$ cat src/design/ext_mem_pkg.sv
// Shared sizes, counter widths and error codes of the external memory port
// Field typedefs and the request, store data, pair and response structs
`default_nettype none

package ext_mem_pkg;

  // --------------------
  // Sizes and counts
  // --------------------
  localparam int DATA_W           = 32;
  localparam int MEM_DEPTH        = 256;
  localparam int ADDR_W           = $clog2(MEM_DEPTH);
  localparam int TAG_W            = 2;
  localparam int NUM_LD           = 2;
  // One tag per store port
  localparam int NUM_ST           = 2;
  localparam int LSQ_DEPTH        = 4;
  localparam int DEADLOCK_TIMEOUT = 64;

  // Counter and index widths
  localparam int LSQ_PTR_W = (LSQ_DEPTH > 1) ? $clog2(LSQ_DEPTH) : 1;
  localparam int LSQ_CNT_W = $clog2(LSQ_DEPTH + 1);
  localparam int STALL_W   = $clog2(DEADLOCK_TIMEOUT + 1);
  localparam int ST_IDX_W  = (NUM_ST > 1) ? $clog2(NUM_ST) : 1;

  // Error codes
  localparam logic [15:0] ERR_TAG_OOB        = 16'h0001;
  localparam logic [15:0] ERR_STORE_DEADLOCK = 16'h0002;

  // --------------------
  // Types
  // --------------------
  typedef logic [TAG_W-1:0]  tag_t;
  typedef logic [ADDR_W-1:0] addr_t;
  typedef logic [DATA_W-1:0] word_t;

  // Load request or store address
  typedef struct packed {
    tag_t  tag;
    addr_t addr;
  } mem_req_t;

  typedef struct packed {
    tag_t  tag;
    word_t data;
  } st_data_t;

  // Load result, or a done token with data left at zero
  typedef struct packed {
    tag_t  tag;
    word_t data;
  } mem_rsp_t;

  // Head address and head word of one tag, ready to be written
  typedef struct packed {
    addr_t addr;
    word_t data;
  } st_pair_t;

endpackage

`default_nettype wire
$ cat src/design/store_router.sv
// Steering of store address and store data ports to per-tag queues
// Tag clamping and a single grant per tag and kind in each cycle
`timescale 1ns/1ps
`default_nettype none

module store_router
  import ext_mem_pkg::*;
(
  input  mem_req_t [NUM_ST-1:0] st_addr,
  input  logic     [NUM_ST-1:0] st_addr_valid,
  output logic     [NUM_ST-1:0] st_addr_ready,
  input  st_data_t [NUM_ST-1:0] st_data,
  input  logic     [NUM_ST-1:0] st_data_valid,
  output logic     [NUM_ST-1:0] st_data_ready,
  input  logic     [NUM_ST-1:0] addr_full,
  input  logic     [NUM_ST-1:0] data_full,
  output logic     [NUM_ST-1:0] addr_push,
  output addr_t    [NUM_ST-1:0] addr_val,
  output logic     [NUM_ST-1:0] data_push,
  output word_t    [NUM_ST-1:0] data_val
);

  // Out-of-range tags land on tag 0; the error monitor flags them
  function automatic int target_tag(input tag_t tag);
    return (int'(tag) >= NUM_ST) ? 0 : int'(tag);
  endfunction

  // A push already issued to a tag blocks higher ports for that tag
  always_comb begin : route_addr
    int tgt;
    addr_push     = '0;
    addr_val      = '0;
    st_addr_ready = '0;
    for (int p = 0; p < NUM_ST; p++) begin
      tgt = target_tag(st_addr[p].tag);
      if (!addr_full[tgt] && !addr_push[tgt]) begin
        st_addr_ready[p] = 1'b1;
        if (st_addr_valid[p]) begin
          addr_push[tgt] = 1'b1;
          addr_val[tgt]  = st_addr[p].addr;
        end
      end
    end
  end

  always_comb begin : route_data
    int tgt;
    data_push     = '0;
    data_val      = '0;
    st_data_ready = '0;
    for (int p = 0; p < NUM_ST; p++) begin
      tgt = target_tag(st_data[p].tag);
      if (!data_full[tgt] && !data_push[tgt]) begin
        st_data_ready[p] = 1'b1;
        if (st_data_valid[p]) begin
          data_push[tgt] = 1'b1;
          data_val[tgt]  = st_data[p].data;
        end
      end
    end
  end

endmodule

`default_nettype wire

$ cat config.mk
export PLATFORM = sky130hd
export DESIGN_NAME = store_router
export DESIGN_NICKNAME = d
export VERILOG_FILES = /design/src/design/ext_mem_pkg.sv /design/src/design/store_router.sv
export SDC_FILE = /design/constraint.sdc
export NUM_CORES = 1
export LEC_CHECK = 0
export BUFFER_PORTS_ARGS = -buffer_cell sky130_fd_sc_hd__buf_2
export CAP_MARGIN = 20
export CORE_AREA = 2 2 71 73
export DETAILED_ROUTE_END_ITERATION = 12
export DIE_AREA = 0 0 73 75
export PLACE_DENSITY = 0.75
export SYNTH_ARGS = -nofsm -noshare
export SYNTH_HDL_FRONTEND = slang
export SYNTH_SLANG_ARGS = --single-unit
$ cat constraint.sdc
create_clock -name vclk -period 1.3
set_clock_uncertainty 0.15 [all_clocks]
set_input_delay 0.065 -clock vclk [all_inputs]
set_output_delay 0.065 -clock vclk [all_outputs]
set_load 0.01 [all_outputs]
==> flow_summary.json <==
{
  "status": "finished with violations",
  "violations": "negative setup slack",
  "postSynthAreaPerCell_um2": 9.66,
  "seqCellArea_um2": 0,
  "clock_buffers": 0,
  "postLayoutCellArea_um2": 2910,
  "timing.fmax_mhz": 691,
  "slew_headroom_pct": 78.7,
  "die_area_um2": 5480,
  "clkPwrFrac_pct": 0,
  "syn_inst": 125,
  "p_per_area_nw_per_um2": 322,
  "row_count": 25,
  "holdPathEnd": "data_val[58]",
  "rsz0062_at_grt": "yes",
  "num-fill-cells": 383,
  "power_switching_uw": 429,
  "die_w_um": 73,
  "drive_gt1_share_pct": 81.2,
  "first_global_vias": 1955,
  "cp_max_fo": 17,
  "combPwrFrac_pct": 100.0,
  "critPathCaptureType": "output pin",
  "swShare_pct": 45.8,
  "place.gp.congestion": 0.782,
  "design.seq.count": 0,
  "ir_drop_v": 0.000162,
  "drc_errors": 0,
  "tightestPinTransition_ps": 319,
  "mostFrequentLayoutCells": "buf_2 (151), a32o_1 (51), buf_6 (41)",
  "coreArea_um2": 4660,
  "cp-start-kind": "primary input",
  "yosysUniqueCellTypes": 19,
  "worstHoldStart": "st_data[26]",
  "nets": 428,
  "cap_violations": 0,
  "hpwl_um": 4570,
  "drt_iter0_drc": 71,
  "crit_type": "primary input to output pin",
  "crit_arrival_ps": 1230,
  "fin_ws_ps": -148,
  "critPathRequiredTime_ps": 1090,
  "setup_viol": 68,
  "finalHoldViolCount": 0,
  "ctsHoldBuffers": 0,
  "power.share.sequential_pct": 0,
  "dp_slack_ps": -211,
  "seq_area_frac_synth_pct": 0,
  "hp-class": "primary input to output pin",
  "routed_wl_um": 7040,
  "placed_cell_area_um2": 2330,
  "p_int_uw": 508,
  "dr.pass1.iters": 4,
  "grt_overflow_total": 0,
  "whs_ps": 290,
  "fin_crit_ps": 1450,
  "dr_total_vias": 2248,
  "start_util_pct": 25.9,
  "grt_max_degree": 35,
  "final_common_cell": "buf_2",
  "grt_pass1_wl_um": 9360,
  "tns_ps": -6400,
  "die_y_um": 75,
  "grtUsageTotal_pct": 21.0,
  "p_leak_nw": 1.64,
  "ant_nets": 0,
  "yosysWarnings": 0,
  "io_pins": 184,
  "syn_nets": 221,
  "hold_depth": 3,
  "routedWlPerCell_um": 18.3,
  "slew_viol_final": 0,
  "syn2layout_area_growth_pct": 141,
  "final_util_pct": 62.5,
  "numPortBuffers": 184,
  "viasPerCell": 5.85,
  "post-route-period-util_pct": 111,
  "synth_area_um2": 1210,
  "antenna_found_initial": 1,
  "antennaDiodeCount": 0
}
repair_timing:
| action | CTS | global route |
|---|---|---|
| resized for setup | 54 | 13 |
| pin swaps | 16 | 32 |
| endpoints found under the setup margin | 86 | 85 |
| gates cloned | 6 | 3 |
| setup buffers | 10 | 2 |
power by group through the flow:
stage	Combinational (mW)	Clock (mW)	Sequential (mW)
floorplan	0.341	0	0
global route	0.991	0	0
finish	0.937	0	0
CTS	0.878	0	0
detailed placement	0.742	0	0
global placement	0.734	0	0
worst max-delay path, stage by stage:
cell       delay (ps)
buf_8             100
nor2b_4           130
a2111oi_4         270
buf_4             190
clkbuf_16         180
a32o_2            190
buf_6             100
area by class of cell:
type	count	area, um^2	share of cell area, %
timing repair buffer	226	1700	58.3
multi-input combinational	100	1130	38.8
tap	54	67.6	2.32
inverter	4	15.0	0.516
cell usage after synthesis:
cell type | number | share of area, %
a32o_1 | 52 | 43
a2111oi_4 | 2 | 4.6
buf_1 | 1 | 0.31
or2_1 | 2 | 1.0
clkbuf_1 | 12 | 3.7
a32o_2 | 28 | 26
nor2b_4 | 1 | 1.1
nand2b_1 | 2 | 1.0
buf_6 | 3 | 2.8
a221oi_4 | 1 | 2.2
a221oi_2 | 1 | 1.2
nor2b_1 | 1 | 0.52
nor3b_2 | 4 | 4.1
a21o_1 | 4 | 2.5
inv_1 | 3 | 0.93
inv_2 | 1 | 0.31
mux2i_1 | 2 | 1.7
buf_4 | 3 | 1.9
buf_2 | 2 | 0.83
routing by layer:
layer	up-vias	track usage (%)	wire length (um)	share of wire [%]
li1	1030	-	-	-
met1	1054	24.1	2670	38
met2	150	40.3	3580	51
met3	12	3.88	656	9.3
met4	2	4.12	107	1.5
met5	-	0	13	0.18
how the worst max path moves through the flow:
| stage | startpoint | to | slack (ps) | cells past startpoint |
|---|---|---|---|---|
| 6_report | st_data[32] | data_val[39] | -150 | 7 |
| 2_1_floorplan | st_addr[8] | addr_val[10] | 30 | 3 |
| 5_1_grt | st_data[32] | data_val[39] | -190 | 7 |
| 3_5_place_dp | st_addr[8] | addr_val[0] | -210 | 6 |
| 3_3_place_gp | st_data[33] | data_val[62] | -170 | 7 |
| 4_1_cts | st_data[32] | data_val[34] | -120 | 6 |
per-stage QoR:
step                std cells  power (mW)
floorplan                 125       0.341
global placement          363       0.734
detailed placement        363       0.742
CTS                       379       0.878
global route              384       0.991
finish                    384       0.937
cell families (layout without fill, tap and decap cells):
logic type | after synthesis | in the layout | synth area share [%]
muxes | 2 | 2 | 1.66
and+or+nand+nor | 10 | 10 | 7.88
AOI/OAI and AO/OA | 88 | 88 | 79.7
buffers and inverters | 25 | 230 | 10.8
Power figures use the tool's default switching activity.
