==> src/design/ext_mem_pkg.sv <==
// Shared sizes, counter widths and error codes of the external memory port
// Field typedefs and the request, store data, pair and response structs
`default_nettype none

package ext_mem_pkg;

  // --------------------
  // Sizes and counts
  // --------------------
  localparam int DATA_W           = 32;
  localparam int MEM_DEPTH        = 256;
  localparam int ADDR_W           = $clog2(MEM_DEPTH);
  localparam int TAG_W            = 2;
  localparam int NUM_LD           = 2;
  // One tag per store port
  localparam int NUM_ST           = 2;
  localparam int LSQ_DEPTH        = 4;
  localparam int DEADLOCK_TIMEOUT = 64;

  // Counter and index widths
  localparam int LSQ_PTR_W = (LSQ_DEPTH > 1) ? $clog2(LSQ_DEPTH) : 1;
  localparam int LSQ_CNT_W = $clog2(LSQ_DEPTH + 1);
  localparam int STALL_W   = $clog2(DEADLOCK_TIMEOUT + 1);
  localparam int ST_IDX_W  = (NUM_ST > 1) ? $clog2(NUM_ST) : 1;

  // Error codes
  localparam logic [15:0] ERR_TAG_OOB        = 16'h0001;
  localparam logic [15:0] ERR_STORE_DEADLOCK = 16'h0002;

  // --------------------
  // Types
  // --------------------
  typedef logic [TAG_W-1:0]  tag_t;
  typedef logic [ADDR_W-1:0] addr_t;
  typedef logic [DATA_W-1:0] word_t;

  // Load request or store address
  typedef struct packed {
    tag_t  tag;
    addr_t addr;
  } mem_req_t;

  typedef struct packed {
    tag_t  tag;
    word_t data;
  } st_data_t;

  // Load result, or a done token with data left at zero
  typedef struct packed {
    tag_t  tag;
    word_t data;
  } mem_rsp_t;

  // Head address and head word of one tag, ready to be written
  typedef struct packed {
    addr_t addr;
    word_t data;
  } st_pair_t;

endpackage

`default_nettype wire
==> src/design/tag_store_queue.sv <==
// Pending store halves of one tag: address queue and data queue
// Pair request toward the write arbiter and the unpaired stall timer
`timescale 1ns/1ps
`default_nettype none

module tag_store_queue
  import ext_mem_pkg::*;
(
  input  logic     clk,
  input  logic     rst_n,
  input  logic     addr_push,
  input  addr_t    addr_in,
  input  logic     data_push,
  input  word_t    data_in,
  input  logic     pop,
  output logic     addr_full,
  output logic     data_full,
  output logic     pair_req,
  output st_pair_t pair,
  output logic     deadlock_hit
);

  logic               addr_empty;
  logic               data_empty;
  addr_t              addr_head;
  word_t              data_head;
  logic               one_sided;
  logic [STALL_W-1:0] stall_cnt;

  store_fifo #(.item_t(addr_t)) u_addr_fifo (
    .clk       (clk),
    .rst_n     (rst_n),
    .push      (addr_push),
    .push_item (addr_in),
    .pop       (pop),
    .head      (addr_head),
    .empty     (addr_empty),
    .full      (addr_full)
  );

  store_fifo #(.item_t(word_t)) u_data_fifo (
    .clk       (clk),
    .rst_n     (rst_n),
    .push      (data_push),
    .push_item (data_in),
    .pop       (pop),
    .head      (data_head),
    .empty     (data_empty),
    .full      (data_full)
  );

  assign pair_req = !addr_empty && !data_empty;
  assign pair     = '{addr: addr_head, data: data_head};

  // Stall timer runs only while one half waits for the other
  assign one_sided = addr_empty ^ data_empty;

  always_ff @(posedge clk or negedge rst_n) begin
    if (!rst_n) begin
      stall_cnt <= '0;
    end else if (!one_sided) begin
      stall_cnt <= '0;
    end else if (stall_cnt != STALL_W'(DEADLOCK_TIMEOUT)) begin
      stall_cnt <= stall_cnt + 1'b1;
    end
  end

  assign deadlock_hit = (stall_cnt == STALL_W'(DEADLOCK_TIMEOUT));

  // Arbiter only dequeues a complete pair
  a_pop_paired: assert property (@(posedge clk) disable iff (!rst_n) pop |-> pair_req)
    else $error("tag_store_queue pop without a pair");

endmodule

`default_nettype wire

==> src/design/store_fifo.sv <==
// Circular queue of LSQ_DEPTH entries with an occupancy count
// Payload type chosen per instance
`timescale 1ns/1ps
`default_nettype none

module store_fifo
  import ext_mem_pkg::*;
#(
  parameter type item_t = word_t
) (
  input  logic  clk,
  input  logic  rst_n,
  input  logic  push,
  input  item_t push_item,
  input  logic  pop,
  output item_t head,
  output logic  empty,
  output logic  full
);

  item_t                mem [LSQ_DEPTH];
  logic [LSQ_PTR_W-1:0] wr_ptr;
  logic [LSQ_PTR_W-1:0] rd_ptr;
  logic [LSQ_CNT_W-1:0] count;

  function automatic logic [LSQ_PTR_W-1:0] next_ptr(input logic [LSQ_PTR_W-1:0] ptr);
    return (ptr == LSQ_PTR_W'(LSQ_DEPTH - 1)) ? '0 : ptr + 1'b1;
  endfunction

  assign empty = (count == '0);
  assign full  = (count == LSQ_CNT_W'(LSQ_DEPTH));
  assign head  = mem[rd_ptr];

  // Storage has no reset
  always_ff @(posedge clk) begin
    if (push) begin
      mem[wr_ptr] <= push_item;
    end
  end

  always_ff @(posedge clk or negedge rst_n) begin
    if (!rst_n) begin
      wr_ptr <= '0;
      rd_ptr <= '0;
      count  <= '0;
    end else begin
      if (push) begin
        wr_ptr <= next_ptr(wr_ptr);
      end
      if (pop) begin
        rd_ptr <= next_ptr(rd_ptr);
      end
      // Push and pop together leave the count alone
      case ({push, pop})
        2'b10:   count <= count + 1'b1;
        2'b01:   count <= count - 1'b1;
        default: count <= count;
      endcase
    end
  end

  // Router must respect full, arbiter must respect empty
  a_no_overflow: assert property (@(posedge clk) disable iff (!rst_n) push |-> !full)
    else $error("store_fifo push while full");
  a_no_underflow: assert property (@(posedge clk) disable iff (!rst_n) pop |-> !empty)
    else $error("store_fifo pop while empty");

endmodule

`default_nettype wire

==> config.mk <==
export PLATFORM = sky130hd
export DESIGN_NAME = tag_store_queue
export DESIGN_NICKNAME = d
export VERILOG_FILES = /design/src/design/ext_mem_pkg.sv /design/src/design/tag_store_queue.sv /design/src/design/store_fifo.sv
export SDC_FILE = /design/constraint.sdc
export NUM_CORES = 1
export LEC_CHECK = 0
export BUFFER_PORTS_ARGS = -buffer_cell sky130_fd_sc_hd__buf_2
export CORE_UTILIZATION = 60
export DETAILED_ROUTE_END_ITERATION = 10
export MAX_ROUTING_LAYER = met4
export PLACE_DENSITY = 0.88
export REMOVE_ABC_BUFFERS = 1
export SYNTH_ARGS = -nofsm -noshare
export SYNTH_HDL_FRONTEND = slang
export SYNTH_SLANG_ARGS = --single-unit
export TNS_END_PERCENT = 1
==> constraint.sdc <==
create_clock -name clk -period 5.3 [get_ports clk]
set_input_delay 1.325 -clock clk [delete_from_list [all_inputs] [get_ports clk]]
set_output_delay 1.325 -clock clk [all_outputs]
set_load 0.05 [all_outputs]
==> results.md <==
* Drt pass-1 iters at 4
* Filler-free cell count of the finished design at 576
* Switch share at 38.4%
* Hold-critical path endpoint: u_addr_fifo.count[2]$_DFFE_PN0P_
* Effective utilization at floorplan at 61.5%
* Via count at 3,294
* Cts hold-fix bufs at 0
* Remaining design rule violation count at 0
* DRT iter0 DRCs at 198
* Power per cell area at 612 nW/um2
* Number of clock buffers inserted by TritonCTS at 17
* Cells after synthesis at 324
* Share of cell area taken by muxes after synthesis at 14.2%
* Portion of total power attributed to the clock network at 24.2%
* Final critical-path share of the clock period at 70.7%
* Category of the worst setup path launch point: register
* Type of the tightest min-delay check: reg -> reg
* P&R area growth vs syn at 16.0%
* Fraction of power consumed by sequential logic at 41.3%
* Horizontal die dimension at 110 um
* Largest stage delay, worst path at 1.11 ns
* Part of the power in combinational logic at 34.4%
* Post-CTS setup-driven buffer insertion count at 0
* Endpoint of the worst-slack reg-to-reg timing path: stall_cnt[6]$_DFFE_PN0P_
* Transition time at the pin with the least slew margin at 1.12 ns
* Synthesized-area fraction occupied by ao, oa, aoi and oai cells at 0.358%
* Share of Yosys cell area claimed by the top area cell type at 68.7%
* YS warnings at 0
* Required time at the worst-slack endpoint at 3.97 ns
* Number of antenna repair diodes at 0
* Number of different library cells in the post-synthesis netlist at 26
* Data arrival time at the worst-slack endpoint at 2.42 ns
* I/O pins at 89
* Basic-gate share of the synthesized area counting and, or, nand and nor cells at 3.04%
* Final-report hold violation count at 0
* Average vias per placed instance at 5.72
* Final-report setup violation count at 0
* Post-layout nets at 482
* Outcome: complete, no violations
* VDD IR max at 0.503 mV
* Leading cell type in the layout, fill and taps excluded: edfxtp_1
* Largest cells by area after synthesis: edfxtp_1 69%, mux4_2 13%, dfrtp_1 7.5%, ha_1 2.7%, and2_1 0.89%
* CP cell instances: mux4_2, buf_2
* WHS Path Cells at 1
* Post-cts repair resize count at 0
* Sw Pwr at 1910 uW
* Unrepaired setup endpoints after global routing: false
* Cell taking the most area after synthesis: edfxtp_1
* # placed instances at 544
* Launch instance of the worst register-to-register path: u_addr_fifo.count[0]$_DFFE_PN0P_
* Hold Crit Start: u_addr_fifo.count[2]$_DFFE_PN0P_
* Detailed placement HPWL at 7.15 mm
* Routed wire length at 11.5 mm
* Share of layout cells above drive strength 1 at 39.7%
* Slew Limit Headroom at 25.6%
* # port buffers at 88
* Clock Latency Late Sink at 0.43 ns
* Clock tree from TritonCTS: done
* Vias in the first global route at 3,378
* Fmax at 267 MHz
* Cell with the biggest individual delay on the critical path: dfrtp_2
* Longest Clk Path Bufs at 2
* Clock Tree Root: clkbuf_16
* Number of nets still failing antenna checks after routing at 0
* Overall die area at 12,100 um2
* Main combinational cell family by area after synthesis: multiplexers
* Core Box Area at 11,400 um2
* Maximum level of the CTS H-tree at 4
* Sum of negative setup slack at 0 ns
* Post-Synth XOR/XNOR Area at 1.13%
* Routability Congestion at 0.714
* Cells on worst reg2reg path at 4
* Element type at the critical path end: output port
* Worst Path Max Fanout at 35
* Internal at 3060 uW
* Average wire per cell in the routed design at 20.0 um
* Std-Cell Rows at 39
* Global-route wire length before repair at 17.5 mm
* Grt total ovfl at 0
* Antenna violations before repair at 0
* DIE HEIGHT at 110 um
* Synthesized flop and latch total at 181
* Post-CTS clock slew at the launch and capture registers of the worst setup and hold paths at 0.07 ns
* Mean post-synth cell area at 21.6 um2
* Worst Skew at 0.00729 ns
* Pin count of the biggest net entering global routing at 36
* Global router's overall resource usage at 21.5%
* Fin crit period at 3.75 ns
* Synth Area in Adders at 3.25%
* Worst-case register-to-register setup slack at 3.39 ns
* Slew Viols, Final at 0
* Most frequent cells in the layout: 160 x edfxtp_1, 88 x buf_2, 40 x mux4_2, 20 x dfrtp_1, 17 x clkbuf_16
* Share of the yosys chip area belonging to registers at 76.2%
* Kind of critical path: reg -> out
* Clk sink count at 181
* Combined area of all synthesized cells at 7000 um2
* Leakage power summed over all cells at 0.00294 uW
* Max-cap check violation count at 0
## power by group through the flow
stage	clock network, uW	logic [uW]	registers [uW]
floorplan	0	1370	2040
global route	1290	1820	2090
global placement	0	1690	2070
detailed placement	0	1720	2090
finish	1200	1710	2050
CTS	1230	1730	2070
## metrics by stage
| step | total power (uW) | setup slack, ns | hold WS, ns | utilization [%] | area [um2] |
|---|---|---|---|---|---|
| after floorplan | 3410 | 1.74 | 0.447 | - | 6910 |
| after global placement | 3760 | 1.92 | 0.462 | 66.4 | 7550 |
| after detailed placement | 3820 | 1.90 | 0.468 | 66.4 | 7550 |
| after CTS | 5030 | 1.43 | 0.481 | 71.4 | 8120 |
| after global routing | 5200 | 1.35 | 0.505 | 71.4 | 8120 |
| final | 4970 | 1.55 | 0.477 | 71.4 | 8120 |
## area by class of cell
type | instances | area, um2
repair buffers | 89 | 448
well taps | 143 | 179
flip-flops and latches | 181 | 5330
clock inverters | 15 | 146
multi-input cells | 120 | 1550
fillers | 693 | 3250
clock buffers | 17 | 425
inverters | 11 | 41.3
## worst max-delay path, delay by kind of cell, from the launching register on
kind	cells	cell delay [ns]
muxes	1	0.64
DFF	1	1.11
buffers and inverters	1	0.23
## per-layer routing
layer | global-route usage [%] | up-vias | wire (um)
li1 | - | 1479 | -
met1 | 26.2 | 1706 | 4740
met2 | 34.8 | 97 | 5960
met3 | 6.64 | 12 | 675
met4 | 7.14 | 0 | 153
met5 | - | - | 0
## synthesized netlist by cell type
| cell type | instances |
|---|---|
| nand2b_1 | 1 |
| nor3b_1 | 1 |
| edfxtp_1 | 160 |
| buf_6 | 4 |
| mux4_2 | 40 |
| clkbuf_1 | 2 |
| nand2_1 | 11 |
| nand3_1 | 1 |
| nand3_2 | 1 |
| nor2_1 | 7 |
| xor2_1 | 4 |
| inv_1 | 11 |
| ha_1 | 15 |
| mux2i_1 | 4 |
| nor4_1 | 1 |
| fa_1 | 2 |
| or4b_1 | 1 |
| or3_1 | 4 |
| dfrtp_1 | 21 |
| buf_2 | 5 |
| buf_4 | 1 |
| mux2_2 | 5 |
| o21ai_0 | 5 |
| and2_1 | 10 |
| and3_1 | 2 |
| xnor2_1 | 5 |
## registers in the layout, indices dropped and copies added, names as in the netlist
name,count
u_data_fifo.rd_ptr,2
u_addr_fifo.count,3
stall_cnt,7
u_data_fifo.wr_ptr,2
u_data_fifo.count,3
u_data_fifo.mem,128
u_addr_fifo.mem,32
u_addr_fifo.rd_ptr,2
u_addr_fifo.wr_ptr,2
## how the worst max path moves through the flow
stage                                      start       end  slack [ns]  cells after the start
3_3_place_gp   u_data_fifo.rd_ptr[0]$_DFFE_PN0P_  pair[27]        1.92                      2
2_1_floorplan  u_data_fifo.rd_ptr[0]$_DFFE_PN0P_   pair[0]        1.74                      1
6_report       u_data_fifo.rd_ptr[0]$_DFFE_PN0P_  pair[11]        1.55                      2
5_1_grt        u_data_fifo.rd_ptr[0]$_DFFE_PN0P_   pair[1]        1.35                      2
4_1_cts        u_data_fifo.rd_ptr[0]$_DFFE_PN0P_   pair[1]        1.43                      2
3_5_place_dp   u_data_fifo.rd_ptr[0]$_DFFE_PN0P_   pair[1]        1.90                      2
## cells by family (layout without fill, tap and decap cells)
group,after synthesis,after routing
simple gates,40,40
mux,49,49
compound gates,5,5
flops,181,181
buf+inv,23,132
fa+ha+maj,17,17
xor+xnor,9,9
Power figures use the tool's default switching activity.
