File: src/design/ext_mem_pkg.sv
// Shared sizes, counter widths and error codes of the external memory port
// Field typedefs and the request, store data, pair and response structs
`default_nettype none

package ext_mem_pkg;

  // --------------------
  // Sizes and counts
  // --------------------
  localparam int DATA_W           = 32;
  localparam int MEM_DEPTH        = 256;
  localparam int ADDR_W           = $clog2(MEM_DEPTH);
  localparam int TAG_W            = 2;
  localparam int NUM_LD           = 2;
  // One tag per store port
  localparam int NUM_ST           = 2;
  localparam int LSQ_DEPTH        = 4;
  localparam int DEADLOCK_TIMEOUT = 64;

  // Counter and index widths
  localparam int LSQ_PTR_W = (LSQ_DEPTH > 1) ? $clog2(LSQ_DEPTH) : 1;
  localparam int LSQ_CNT_W = $clog2(LSQ_DEPTH + 1);
  localparam int STALL_W   = $clog2(DEADLOCK_TIMEOUT + 1);
  localparam int ST_IDX_W  = (NUM_ST > 1) ? $clog2(NUM_ST) : 1;

  // Error codes
  localparam logic [15:0] ERR_TAG_OOB        = 16'h0001;
  localparam logic [15:0] ERR_STORE_DEADLOCK = 16'h0002;

  // --------------------
  // Types
  // --------------------
  typedef logic [TAG_W-1:0]  tag_t;
  typedef logic [ADDR_W-1:0] addr_t;
  typedef logic [DATA_W-1:0] word_t;

  // Load request or store address
  typedef struct packed {
    tag_t  tag;
    addr_t addr;
  } mem_req_t;

  typedef struct packed {
    tag_t  tag;
    word_t data;
  } st_data_t;

  // Load result, or a done token with data left at zero
  typedef struct packed {
    tag_t  tag;
    word_t data;
  } mem_rsp_t;

  // Head address and head word of one tag, ready to be written
  typedef struct packed {
    addr_t addr;
    word_t data;
  } st_pair_t;

endpackage

`default_nettype wire
File: src/design/error_monitor.sv
// Tag range checks on load and store requests, deadlock collection
// First-error latch held until reset
`timescale 1ns/1ps
`default_nettype none

module error_monitor
  import ext_mem_pkg::*;
(
  input  logic                  clk,
  input  logic                  rst_n,
  input  mem_req_t [NUM_LD-1:0] ld_req,
  input  logic     [NUM_LD-1:0] ld_req_valid,
  input  mem_req_t [NUM_ST-1:0] st_addr,
  input  logic     [NUM_ST-1:0] st_addr_valid,
  input  st_data_t [NUM_ST-1:0] st_data,
  input  logic     [NUM_ST-1:0] st_data_valid,
  input  logic     [NUM_ST-1:0] deadlock_hit,
  output logic                  error_valid,
  output logic     [15:0]       error_code
);

  logic        tag_oob;
  logic        err_detect;
  logic [15:0] err_code_next;

  // Only valid requests count
  always_comb begin : oob_check
    tag_oob = 1'b0;
    for (int i = 0; i < NUM_LD; i++) begin
      if (ld_req_valid[i] && int'(ld_req[i].tag) >= NUM_LD) begin
        tag_oob = 1'b1;
      end
    end
    for (int i = 0; i < NUM_ST; i++) begin
      if (st_addr_valid[i] && int'(st_addr[i].tag) >= NUM_ST) begin
        tag_oob = 1'b1;
      end
      if (st_data_valid[i] && int'(st_data[i].tag) >= NUM_ST) begin
        tag_oob = 1'b1;
      end
    end
  end

  // Range error outranks deadlock
  assign err_detect    = tag_oob || (|deadlock_hit);
  assign err_code_next = tag_oob ? ERR_TAG_OOB : ERR_STORE_DEADLOCK;

  always_ff @(posedge clk or negedge rst_n) begin
    if (!rst_n) begin
      error_valid <= 1'b0;
      error_code  <= '0;
    end else if (!error_valid && err_detect) begin
      error_valid <= 1'b1;
      error_code  <= err_code_next;
    end
  end

endmodule

`default_nettype wire

File: config.mk
export PLATFORM = sky130hd
export DESIGN_NAME = error_monitor
export DESIGN_NICKNAME = d
export VERILOG_FILES = /design/src/design/ext_mem_pkg.sv /design/src/design/error_monitor.sv
export SDC_FILE = /design/constraint.sdc
export NUM_CORES = 1
export LEC_CHECK = 0
export ABC_AREA = 0
export BUFFER_PORTS_ARGS = -buffer_cell sky130_fd_sc_hd__buf_2
export CORE_AREA = 2 2 53 55
export CTS_BUF_LIST = sky130_fd_sc_hd__clkbuf_8
export DETAILED_ROUTE_END_ITERATION = 7
export DIE_AREA = 0 0 55 57
export PLACE_DENSITY = 0.67
export SLEW_MARGIN = 20
export SYNTH_ARGS = -nofsm -noshare
export SYNTH_HDL_FRONTEND = slang
export SYNTH_SLANG_ARGS = --single-unit
File: constraint.sdc
create_clock -name clk -period 1.55 [get_ports clk]
set_clock_uncertainty 0.2 [all_clocks]
set_input_delay 0 -clock clk [delete_from_list [all_inputs] [get_ports clk]]
set_output_delay 0 -clock clk [all_outputs]
set_load 0.005 [all_outputs]
==> results of run 1 <==
cell type report:
cell class / instances / area share
timing repair buffer: 22 / 0.3200
multi-input combinational: 24 / 0.2892
sequential: 3 / 0.1846
clock buffer: 3 / 0.1015
tap: 31 / 0.09538
clock inverter: 1 / 0.009231
critical path: cells and delay by family:
kind / cells / cell delay [ps]
simple gates: 2 / 220
buf+inv: 2 / 660
compound gates: 1 / 210
stage by stage:
step / util / worst slack (ps) / total power [W] / hold slack [ps]
floorplan: - / 585.2 / 0.0001312 / -495.6
global placement: 0.1230 / 543.0 / 0.0001317 / -403.5
detailed placement: 0.1230 / 540.3 / 0.0001330 / -402.5
CTS: 0.1555 / 364.3 / 0.0003637 / 40.68
global route: 0.1555 / 301.8 / 0.0003791 / 86.21
finish: 0.1555 / 356.7 / 0.0003585 / 30.27
state kept, by name (all words and copies together), names as in the netlist:
register / cells
error_code: 2
error_valid: 1
cells in the final DEF, fill, tap and decap left out, drive strengths merged:
cell,instances
and3,1
nand3b,1
inv,1
conb,14
o21ai,2
a22oi,3
nor2,2
dfrtp,3
o22a,1
clkbuf,3
dlygate4sd3,4
buf,18
path summary, 6_finish.rpt:
kind / slack, ps / from / to / cells after the start
worst max-delay path: 360 / deadlock_hit[1] / error_code[1] / 5
worst min-delay path: 30 / ld_req[19] / error_valid / 4
worst max register to register: 550 / error_valid / error_code[1] / 2
worst min register to register: 310 / error_code[1] / error_code[1] / 1
max in group asynchronous: 540 / rst_n / error_code[1] / 3
min in group asynchronous: 460 / rst_n / error_code[0] / 3
routing by layer:
layer,vias up,wire (microns)
li1,117,-
met2,24,257
met1,107,220
met5,-,0
met3,4,126
met4,0,29
power by group:
part | total [W] | internal (W) | leakage (nW) | switching, W
clock | 0.000219 | 0.000169 | 0.0269 | 0.0000508
combinational | 0.0000535 | 0.0000303 | 0.155 | 0.0000232
sequential | 0.0000856 | 0.0000835 | 0.0320 | 0.00000212
what timing repair did:
item	in CTS	in global routing
endpoints found under the hold margin	6	0
hold buffers	4	0
setup endpoints to repair	0	0
cells by family (layout without fill, tap and decap cells):
logic type,count (synthesis),in the layout,synth area share
flip-flops,3,3,0.3015
buffers and inverters,14,26,0.4221
AND/OR/NAND/NOR,4,4,0.09049
other,1,14,0.01506
AO/OA/AOI/OAI,6,6,0.1709
==> flow_metrics.env, run 1 <==
export IMPL_cts_resized=0
export IMPL_finalNonFillerCells=84
export IMPL_cp_common_cell="nor2_1"
export IMPL_crit_path_end_kind="register"
export IMPL_post_synth_top_area_fraction=0.4221
export IMPL_ir_drop_mv=0.3437
export IMPL_cp_start_kind="input port"
export IMPL_cts_tree="built"
export IMPL_globalplace_congestion=0.4848
export IMPL_cts_sinks=3
export IMPL_diodes=0
export IMPL_grt_start_max_net_pins=7
export IMPL_synth_most_common_cell="buf_4"
export IMPL_rsz0062_at_grt="false"
export IMPL_critical_path_max_fanout=3
export IMPL_grt_ovfl_total=0
export IMPL_cts_buffers=3
export IMPL_crit_required_ps=1450
export IMPL_fmax_mhz=838.0
export IMPL_drv_slew=0
export IMPL_finalInstanceArea_sq_um=406.6
export IMPL_io_buffers=18
export IMPL_nets=172
export IMPL_async_reset_ff_frac=1.000
export IMPL_arrival_ps=1090
export IMPL_wl_per_cell_microns=7.536
export IMPL_routed_wl_microns=633
export IMPL_power_leakage_nw=0.2139
export IMPL_grt_pass1_vias=209
export IMPL_ys_seq_area_frac=0.3015
export IMPL_grt_util_met2=0.05612
export IMPL_grt_total_usage=0.04498
export IMPL_gr_usage_met1=0.03852
export IMPL_place_inst=76
export IMPL_rows=19
export IMPL_yosys_cell_types_count=9
export IMPL_grt_use_met3=0.03141
export IMPL_cap_violations=0
export IMPL_yosysTopAreaCell="buf_4"
export IMPL_drc=0
export IMPL_seqCellArea_sq_um=75.07
export IMPL_via_count=252
export IMPL_avgSynthCellArea_sq_um=8.892
export IMPL_yosys_most_used_dff="dfrtp_1"
export IMPL_clk_pin_slew_worst_paths_ps=30
export IMPL_clock_latency_ps=210
export IMPL_netlist_top_cells_area="buf_4, dfrtp_1, a22oi_1"
export IMPL_die_height_microns=57
export IMPL_gr_max_usage_layer="met4"
export IMPL_cts_setup_buffers=0
export IMPL_yosysWarnings=0
export IMPL_area_growth_pct=63.32
export IMPL_synth_seq_cells=3
export IMPL_detail_route_antenna_nets=0
export IMPL_viasPerCell=3.000
export IMPL_core_area_sq_um=2615
export IMPL_hpwl_microns=502.3
export IMPL_max_stage_delay_ps=540
export IMPL_final_min_clock_period_ps=1193
export IMPL_drt_iter0_markers=5
export IMPL_slowest_stage="dlygate4sd3_1"
export IMPL_dr_pass1_iters=4
export IMPL_hold_path_class="input port to register"
export IMPL_crit_type="input port to register"
export IMPL_setup_tns_ps=0
export IMPL_die_area_sq_um=3135
export IMPL_synth_cells=28
export IMPL_hold_violations=0
export IMPL_cp_cell_sequence="dlygate4sd3_1 > buf_2 > nor2_1 > nor2_1 > o22a_2"
export IMPL_clock_path_buffers=2
export IMPL_grt_pass1_wl_microns=841
export IMPL_cts_htree_levels=1
export IMPL_dieWidth_microns=55
export IMPL_synth_edff_count=0
export IMPL_fillers=310
export IMPL_syn_cell_area_sq_um=249.0
export IMPL_drive_above_1_share=0.4340
export IMPL_initial_core_util=0.09522
export IMPL_multi_input_area_sq_um=117.6
export IMPL_cts_root_buf="clkbuf_8"
export IMPL_io_pins=135
export IMPL_synthTopCellsByCount="buf_4, a22oi_1, dfrtp_1, nor2_1, o21ai_0"
export IMPL_place_area_sq_um=321.6
export IMPL_power_density_nw_per_um2=881.5
export IMPL_grt_antenna_before_repair=0
export IMPL_fin_crit_sh=0.7698
export IMPL_status="completed"
export IMPL_setup_violations=0
Note: power is estimated with default switching activity, not from simulation.
==> inputs of run 2 (changes only) <==
--- a/config.mk
+++ b/config.mk
@@ -11,7 +11,7 @@
 export CTS_BUF_LIST = sky130_fd_sc_hd__clkbuf_8
 export DETAILED_ROUTE_END_ITERATION = 7
 export DIE_AREA = 0 0 55 57
-export PLACE_DENSITY = 0.67
+export PLACE_DENSITY = 0.7
 export SLEW_MARGIN = 20
 export SYNTH_ARGS = -nofsm -noshare
 export SYNTH_HDL_FRONTEND = slang
==> constraint.sdc (replaced) <==
create_clock -name clk -period 1 [get_ports clk]
set_clock_uncertainty 0.2 [all_clocks]
set_input_delay 0 -clock clk [delete_from_list [all_inputs] [get_ports clk]]
set_output_delay 0 -clock clk [all_outputs]
set_load 0.005 [all_outputs]
==> run 2 against run 1 <==
- the flow now finishes with violations (hold timing)
- worst hold slack worse by 190 ps
- sequential share of layout area up 0.96 points
- combinational power up 44%
- design area down 4.9%
- wire length up 5.1%
- utilization down 0.77 points
- critical path depth down 3
- via count down 9.9%
==> flow_metrics.env, run 2 (synthesized netlist as in run 1, its figures left out) <==
export IMPL_grt_total_usage=0.03880
export IMPL_cts_setup_buffers=0
export IMPL_power_density_nw_per_um2=1417
export IMPL_drc=0
export IMPL_io_pins=135
export IMPL_final_common_cell="buf_2"
export IMPL_routed_wl_microns=665
export IMPL_fin_crit_sh=0.9824
export IMPL_hpwl_microns=579
export IMPL_crit_path_end_kind="register"
export IMPL_initial_core_util=0.09522
export IMPL_multi_input_area_sq_um=117.6
export IMPL_final_min_clock_period_ps=982.4
export IMPL_io_buffers=18
export IMPL_crit_required_ps=900
export IMPL_status="finished with violations"
export IMPL_clk_pin_slew_worst_paths_ps=30
export IMPL_dr_pass1_iters=4
export IMPL_cts_buffers=3
export IMPL_seqCellArea_sq_um=75.07
export IMPL_hold_buffers=2
export IMPL_dieWidth_microns=55
export IMPL_fillers=307
export IMPL_place_area_sq_um=321.6
export IMPL_die_area_sq_um=3135
export IMPL_grt_pass1_wl_microns=738
export IMPL_hold_path_class="input port to register"
export IMPL_crit_type="register to register"
export IMPL_grt_ovfl_total=0
export IMPL_critical_path_max_fanout=6
export IMPL_reg_top3="error_code: 2 flops, error_valid: 1 flops"
export IMPL_cts_htree_levels=1
export IMPL_cts_sinks=3
export IMPL_clock_path_buffers=2
export IMPL_ir_drop_mv=0.5789
export IMPL_cts_tree="built"
export IMPL_grt_pass1_vias=172
export IMPL_hold_violations=3
export IMPL_arrival_ps=880
export IMPL_hold_depth=3
export IMPL_via_count=227
export IMPL_holdWs_ps=-158.7
export IMPL_diodes=0
export IMPL_cp_start_kind="register"
export IMPL_drt_iter0_markers=4
export IMPL_layout_common_cells="buf_2, conb_1, a22oi_1, clkbuf_8, dfrtp_1"
export IMPL_rows=19
export IMPL_globalplace_congestion=0.4812
export IMPL_grt_antenna_before_repair=0
export IMPL_clock_latency_ps=210
export IMPL_nets=170
export IMPL_largest_register="error_code"
export IMPL_fmax_mhz=1018
export IMPL_setup_violations=0
export IMPL_cap_violations=0
export IMPL_violations="hold timing"
export IMPL_wl_per_cell_microns=8.110
export IMPL_finalInstanceArea_sq_um=386.6
export IMPL_cts_root_buf="clkbuf_8"
export IMPL_reg2reg_depth=2
export IMPL_detail_route_antenna_nets=0
export IMPL_die_height_microns=57
export IMPL_finalPower_w=0.0005477
export IMPL_area_growth_pct=55.28
export IMPL_grt_start_max_net_pins=7
export IMPL_core_area_sq_um=2615
export IMPL_drv_slew=0
export IMPL_largest_reg_flops=2
export IMPL_power_leakage_nw=0.2068
export IMPL_rsz0062_at_grt="true"
export IMPL_viasPerCell=2.768
export IMPL_drive_above_1_share=0.4510
## run 2: cell types whose count changed in the layout (fill, tap and decap cells not counted), sizes merged
cell         previous run  this run
dlygate4sd3             4         2
## run 2: metal layers
layer | share of wire | global-route usage | vias to the layer above | wire [microns]
met2 | 0.41 | 0.04762 | 23 | 272
li1 | - | - | 112 | -
met1 | 0.31 | 0.03055 | 92 | 208
met3 | 0.28 | 0.04188 | 0 | 184
met4 | 0 | 0.04181 | 0 | 0
met5 | 0 | 0 | - | 0
## run 2: worst max-delay path, stage by stage, from the launching register on
cell and delay, ps:
dfrtp_1 400, nor2_1 60, o22a_2 210
## run 2: power by group
group          switching [W]  internal (W)  total [W]
Sequential        0.00000293      0.000129   0.000132
Clock              0.0000773      0.000261   0.000338
Combinational      0.0000349     0.0000421  0.0000770
## run 2: final timing paths
kind	start	endpoint	slack [ps]
setup / recovery	error_valid	error_code[1]	20
hold / removal	deadlock_hit[0]	error_valid	-160
setup reg to reg	error_valid	error_code[1]	20
hold reg to reg	error_code[0]	error_code[0]	280
max in group asynchronous	rst_n	error_valid	40
min in group asynchronous	rst_n	error_code[1]	450
## run 2: repair_timing
action | in CTS | in global routing
hold endpoints to repair | 6 | 3
endpoints found under the setup margin | 1 | 3
pin swaps | 1 | 0
gates resized for setup | 1 | 0
## run 2: layout make-up
class                           count  share of cell area
Clock buffer                        3              0.1068
Clock inverter                      1            0.009709
Multi-Input combinational cell     24              0.3042
Sequential cell                     3              0.1942
Tap cell                           31              0.1003
Timing Repair Buffer               20              0.2848
## run 2: metrics by stage
| stage | utilization | setup TNS [ps] | hold slack, ps | setup slack (ps) | instances |
|---|---|---|---|---|---|
| floorplan | - | 0 | -495.6 | 35.18 | 41 |
| global placement | 0.1230 | 0 | -403.4 | 11.98 | 76 |
| detailed placement | 0.1230 | -3.786 | -400.8 | -3.786 | 76 |
| CTS | 0.1478 | 0 | -157.1 | 7.121 | 82 |
| global route | 0.1478 | -39.13 | -132.1 | -19.53 | 82 |
| finish | 0.1478 | 0 | -158.7 | 17.60 | 82 |
==> inputs of run 3 (changes only) <==
==> constraint.sdc (replaced) <==
create_clock -name clk -period 1 [get_ports clk]
set_clock_uncertainty 0.2 [all_clocks]
set_input_delay 0 -clock clk [delete_from_list [all_inputs] [get_ports clk]]
set_output_delay 0 -clock clk [all_outputs]
set_load 0.05 [all_outputs]
==> run 3 against run 2 <==
- the run ends with hold timing, setup timing left
- total power rose by 25%
- via count rose by 2.2%
- largest power group unchanged
- worst setup slack got worse by 22 ps
- design area rose by 1.9%
- highest routed layer is now met5
==> flow_metrics.env, run 3 (synthesized netlist as in run 1, its figures left out) <==
export IMPL_cts_sinks=3
export IMPL_finalInstanceArea_sq_um=394.1
export IMPL_grt_pass1_vias=212
export IMPL_internal_power_w=0.0004396
export IMPL_crit_required_ps=800
export IMPL_r2r_setup_slack_ps=30
export IMPL_reg_top3="error_code: 2 flops, error_valid: 1 flops"
export IMPL_fmax_mhz=995.1
export IMPL_core_area_sq_um=2615
export IMPL_wl_per_cell_microns=8.163
export IMPL_grt_start_max_net_pins=7
export IMPL_die_area_sq_um=3135
export IMPL_via_count=232
export IMPL_max_stage_delay_ps=430
export IMPL_grt_pass1_wl_microns=862
export IMPL_routed_wl_microns=653
export IMPL_globalplace_congestion=0.5414
export IMPL_combPwrFrac=0.305
export IMPL_rr_startpoint="error_valid"
export IMPL_clock_power_share=0.496
export IMPL_switching_share=0.3595
export IMPL_critical_path_max_fanout=6
export IMPL_ir_drop_mv=0.5107
export IMPL_drv_slew=0
export IMPL_min_from="deadlock_hit[0]"
export IMPL_status="finished with violations"
export IMPL_critPathBufInv=1
export IMPL_io_buffers=18
export IMPL_finalPower_w=0.0006864
export IMPL_hold_violations=6
export IMPL_largest_register="error_code"
export IMPL_layout_common_cells="conb_1, buf_2"
export IMPL_hold_path_class="input port to register"
export IMPL_hold_buffers=2
export IMPL_clock_path_buffers=2
export IMPL_die_height_microns=57
export IMPL_power_leakage_nw=0.2041
export IMPL_finalNonFillerCells=80
export IMPL_crit_family="flip-flops"
export IMPL_grt_antenna_before_repair=1
export IMPL_rr_endpoint="error_code[1]"
export IMPL_fin_crit_sh=1.005
export IMPL_detail_route_antenna_nets=0
export IMPL_drive_above_1_share=0.5102
export IMPL_area_growth_pct=58.29
export IMPL_cts_root_buf="clkbuf_8"
export IMPL_violations="hold timing, setup timing"
export IMPL_grt_total_usage=0.04244
export IMPL_place_inst=76
export IMPL_cap_violations=0
export IMPL_grt_ovfl_total=0
export IMPL_dieWidth_microns=55
export IMPL_drt_iter0_markers=2
export IMPL_io_pins=135
export IMPL_holdWs_ps=-180.7
export IMPL_crit_path_end_kind="output port"
export IMPL_setup_violations=1
export IMPL_slowest_stage="dfrtp_2"
export IMPL_dr_pass1_iters=2
export IMPL_cp_start_kind="register"
export IMPL_rows=19
export IMPL_clk_pin_slew_worst_paths_ps=30
export IMPL_crit_type="register to output port"
export IMPL_arrival_ps=800
export IMPL_power_density_nw_per_um2=1742
export IMPL_cts_buffers=3
export IMPL_nets=168
export IMPL_rsz0062_at_grt="true"
export IMPL_initial_core_util=0.09522
export IMPL_power_switching_w=0.0002468
export IMPL_reg2reg_depth=2
export IMPL_cp_cell_sequence="buf_6"
export IMPL_largest_reg_flops=2
export IMPL_final_min_clock_period_ps=1005
export IMPL_drc=0
export IMPL_hold_depth=3
export IMPL_min_to="error_valid"
export IMPL_final_util=0.1507
export IMPL_cts_htree_levels=1
export IMPL_cts_tree="built"
export IMPL_clock_latency_ps=210
export IMPL_diodes=0
export IMPL_viasPerCell=2.900
export IMPL_fin_ws_ps=-4.876
export IMPL_seqPwrFrac=0.198
export IMPL_place_area_sq_um=325.3
[run 3: cell types whose count changed in the layout (fill, tap and decap cells not counted), sizes merged]
cell         change
buf              -1
dlygate4sd3      -1
[run 3: cell type report]
type,count,area (sq um)
clock inverters,1,3.754
repair buffers,18,113.9
well taps,31,38.79
fillers,305,2221
multi-input cells,24,117.6
flip-flops and latches,3,78.83
clock buffers,3,41.29
[run 3: how the worst max path moves through the flow]
| stage | from | cells after the start | slack, ps | endpoint |
|---|---|---|---|---|
| after CTS | error_valid | 1 | -10 | error_valid |
| after detailed placement | error_valid | 2 | -10 | error_code[0] |
| final | error_valid | 1 | -5 | error_valid |
| after global routing | error_valid | 1 | -40 | error_valid |
| after floorplan | error_valid | 2 | -120 | error_code[1] |
| after global placement | error_valid | 2 | 30 | error_code[0] |
[run 3: power groups by stage]
stage | registers [W] | logic [W] | clock network [W]
after floorplan | 0.000161 | 0.000174 | 0
after global routing | 0.000137 | 0.000221 | 0.000378
after global placement | 0.000135 | 0.000196 | 0
final | 0.000136 | 0.000210 | 0.000341
after CTS | 0.000135 | 0.000212 | 0.000353
after detailed placement | 0.000136 | 0.000199 | 0
[run 3: what timing repair did]
action	4_1_cts	5_1_grt
endpoints found under the hold margin	6	6
buffers inserted	0	0
gates cloned	0	0
gates resized for setup	6	2
endpoints found under the setup margin	4	7
[run 3: routing by layer]
layer / wire [microns] / GRT usage / vias up
met5: 16 / 0 / -
met4: 12 / 0.03136 / 2
met3: 155 / 0.04712 / 4
met2: 225 / 0.04762 / 26
met1: 243 / 0.04348 / 90
li1: - / - / 110
[run 3: metrics by stage]
step | TNS [ps] | setup WS (ps)
after global placement | 0 | 32.60
after detailed placement | -10.94 | -10.94
final | -4.876 | -4.876
after CTS | -12.10 | -10.10
after global routing | -53.78 | -35.01
after floorplan | -235.8 | -115.6
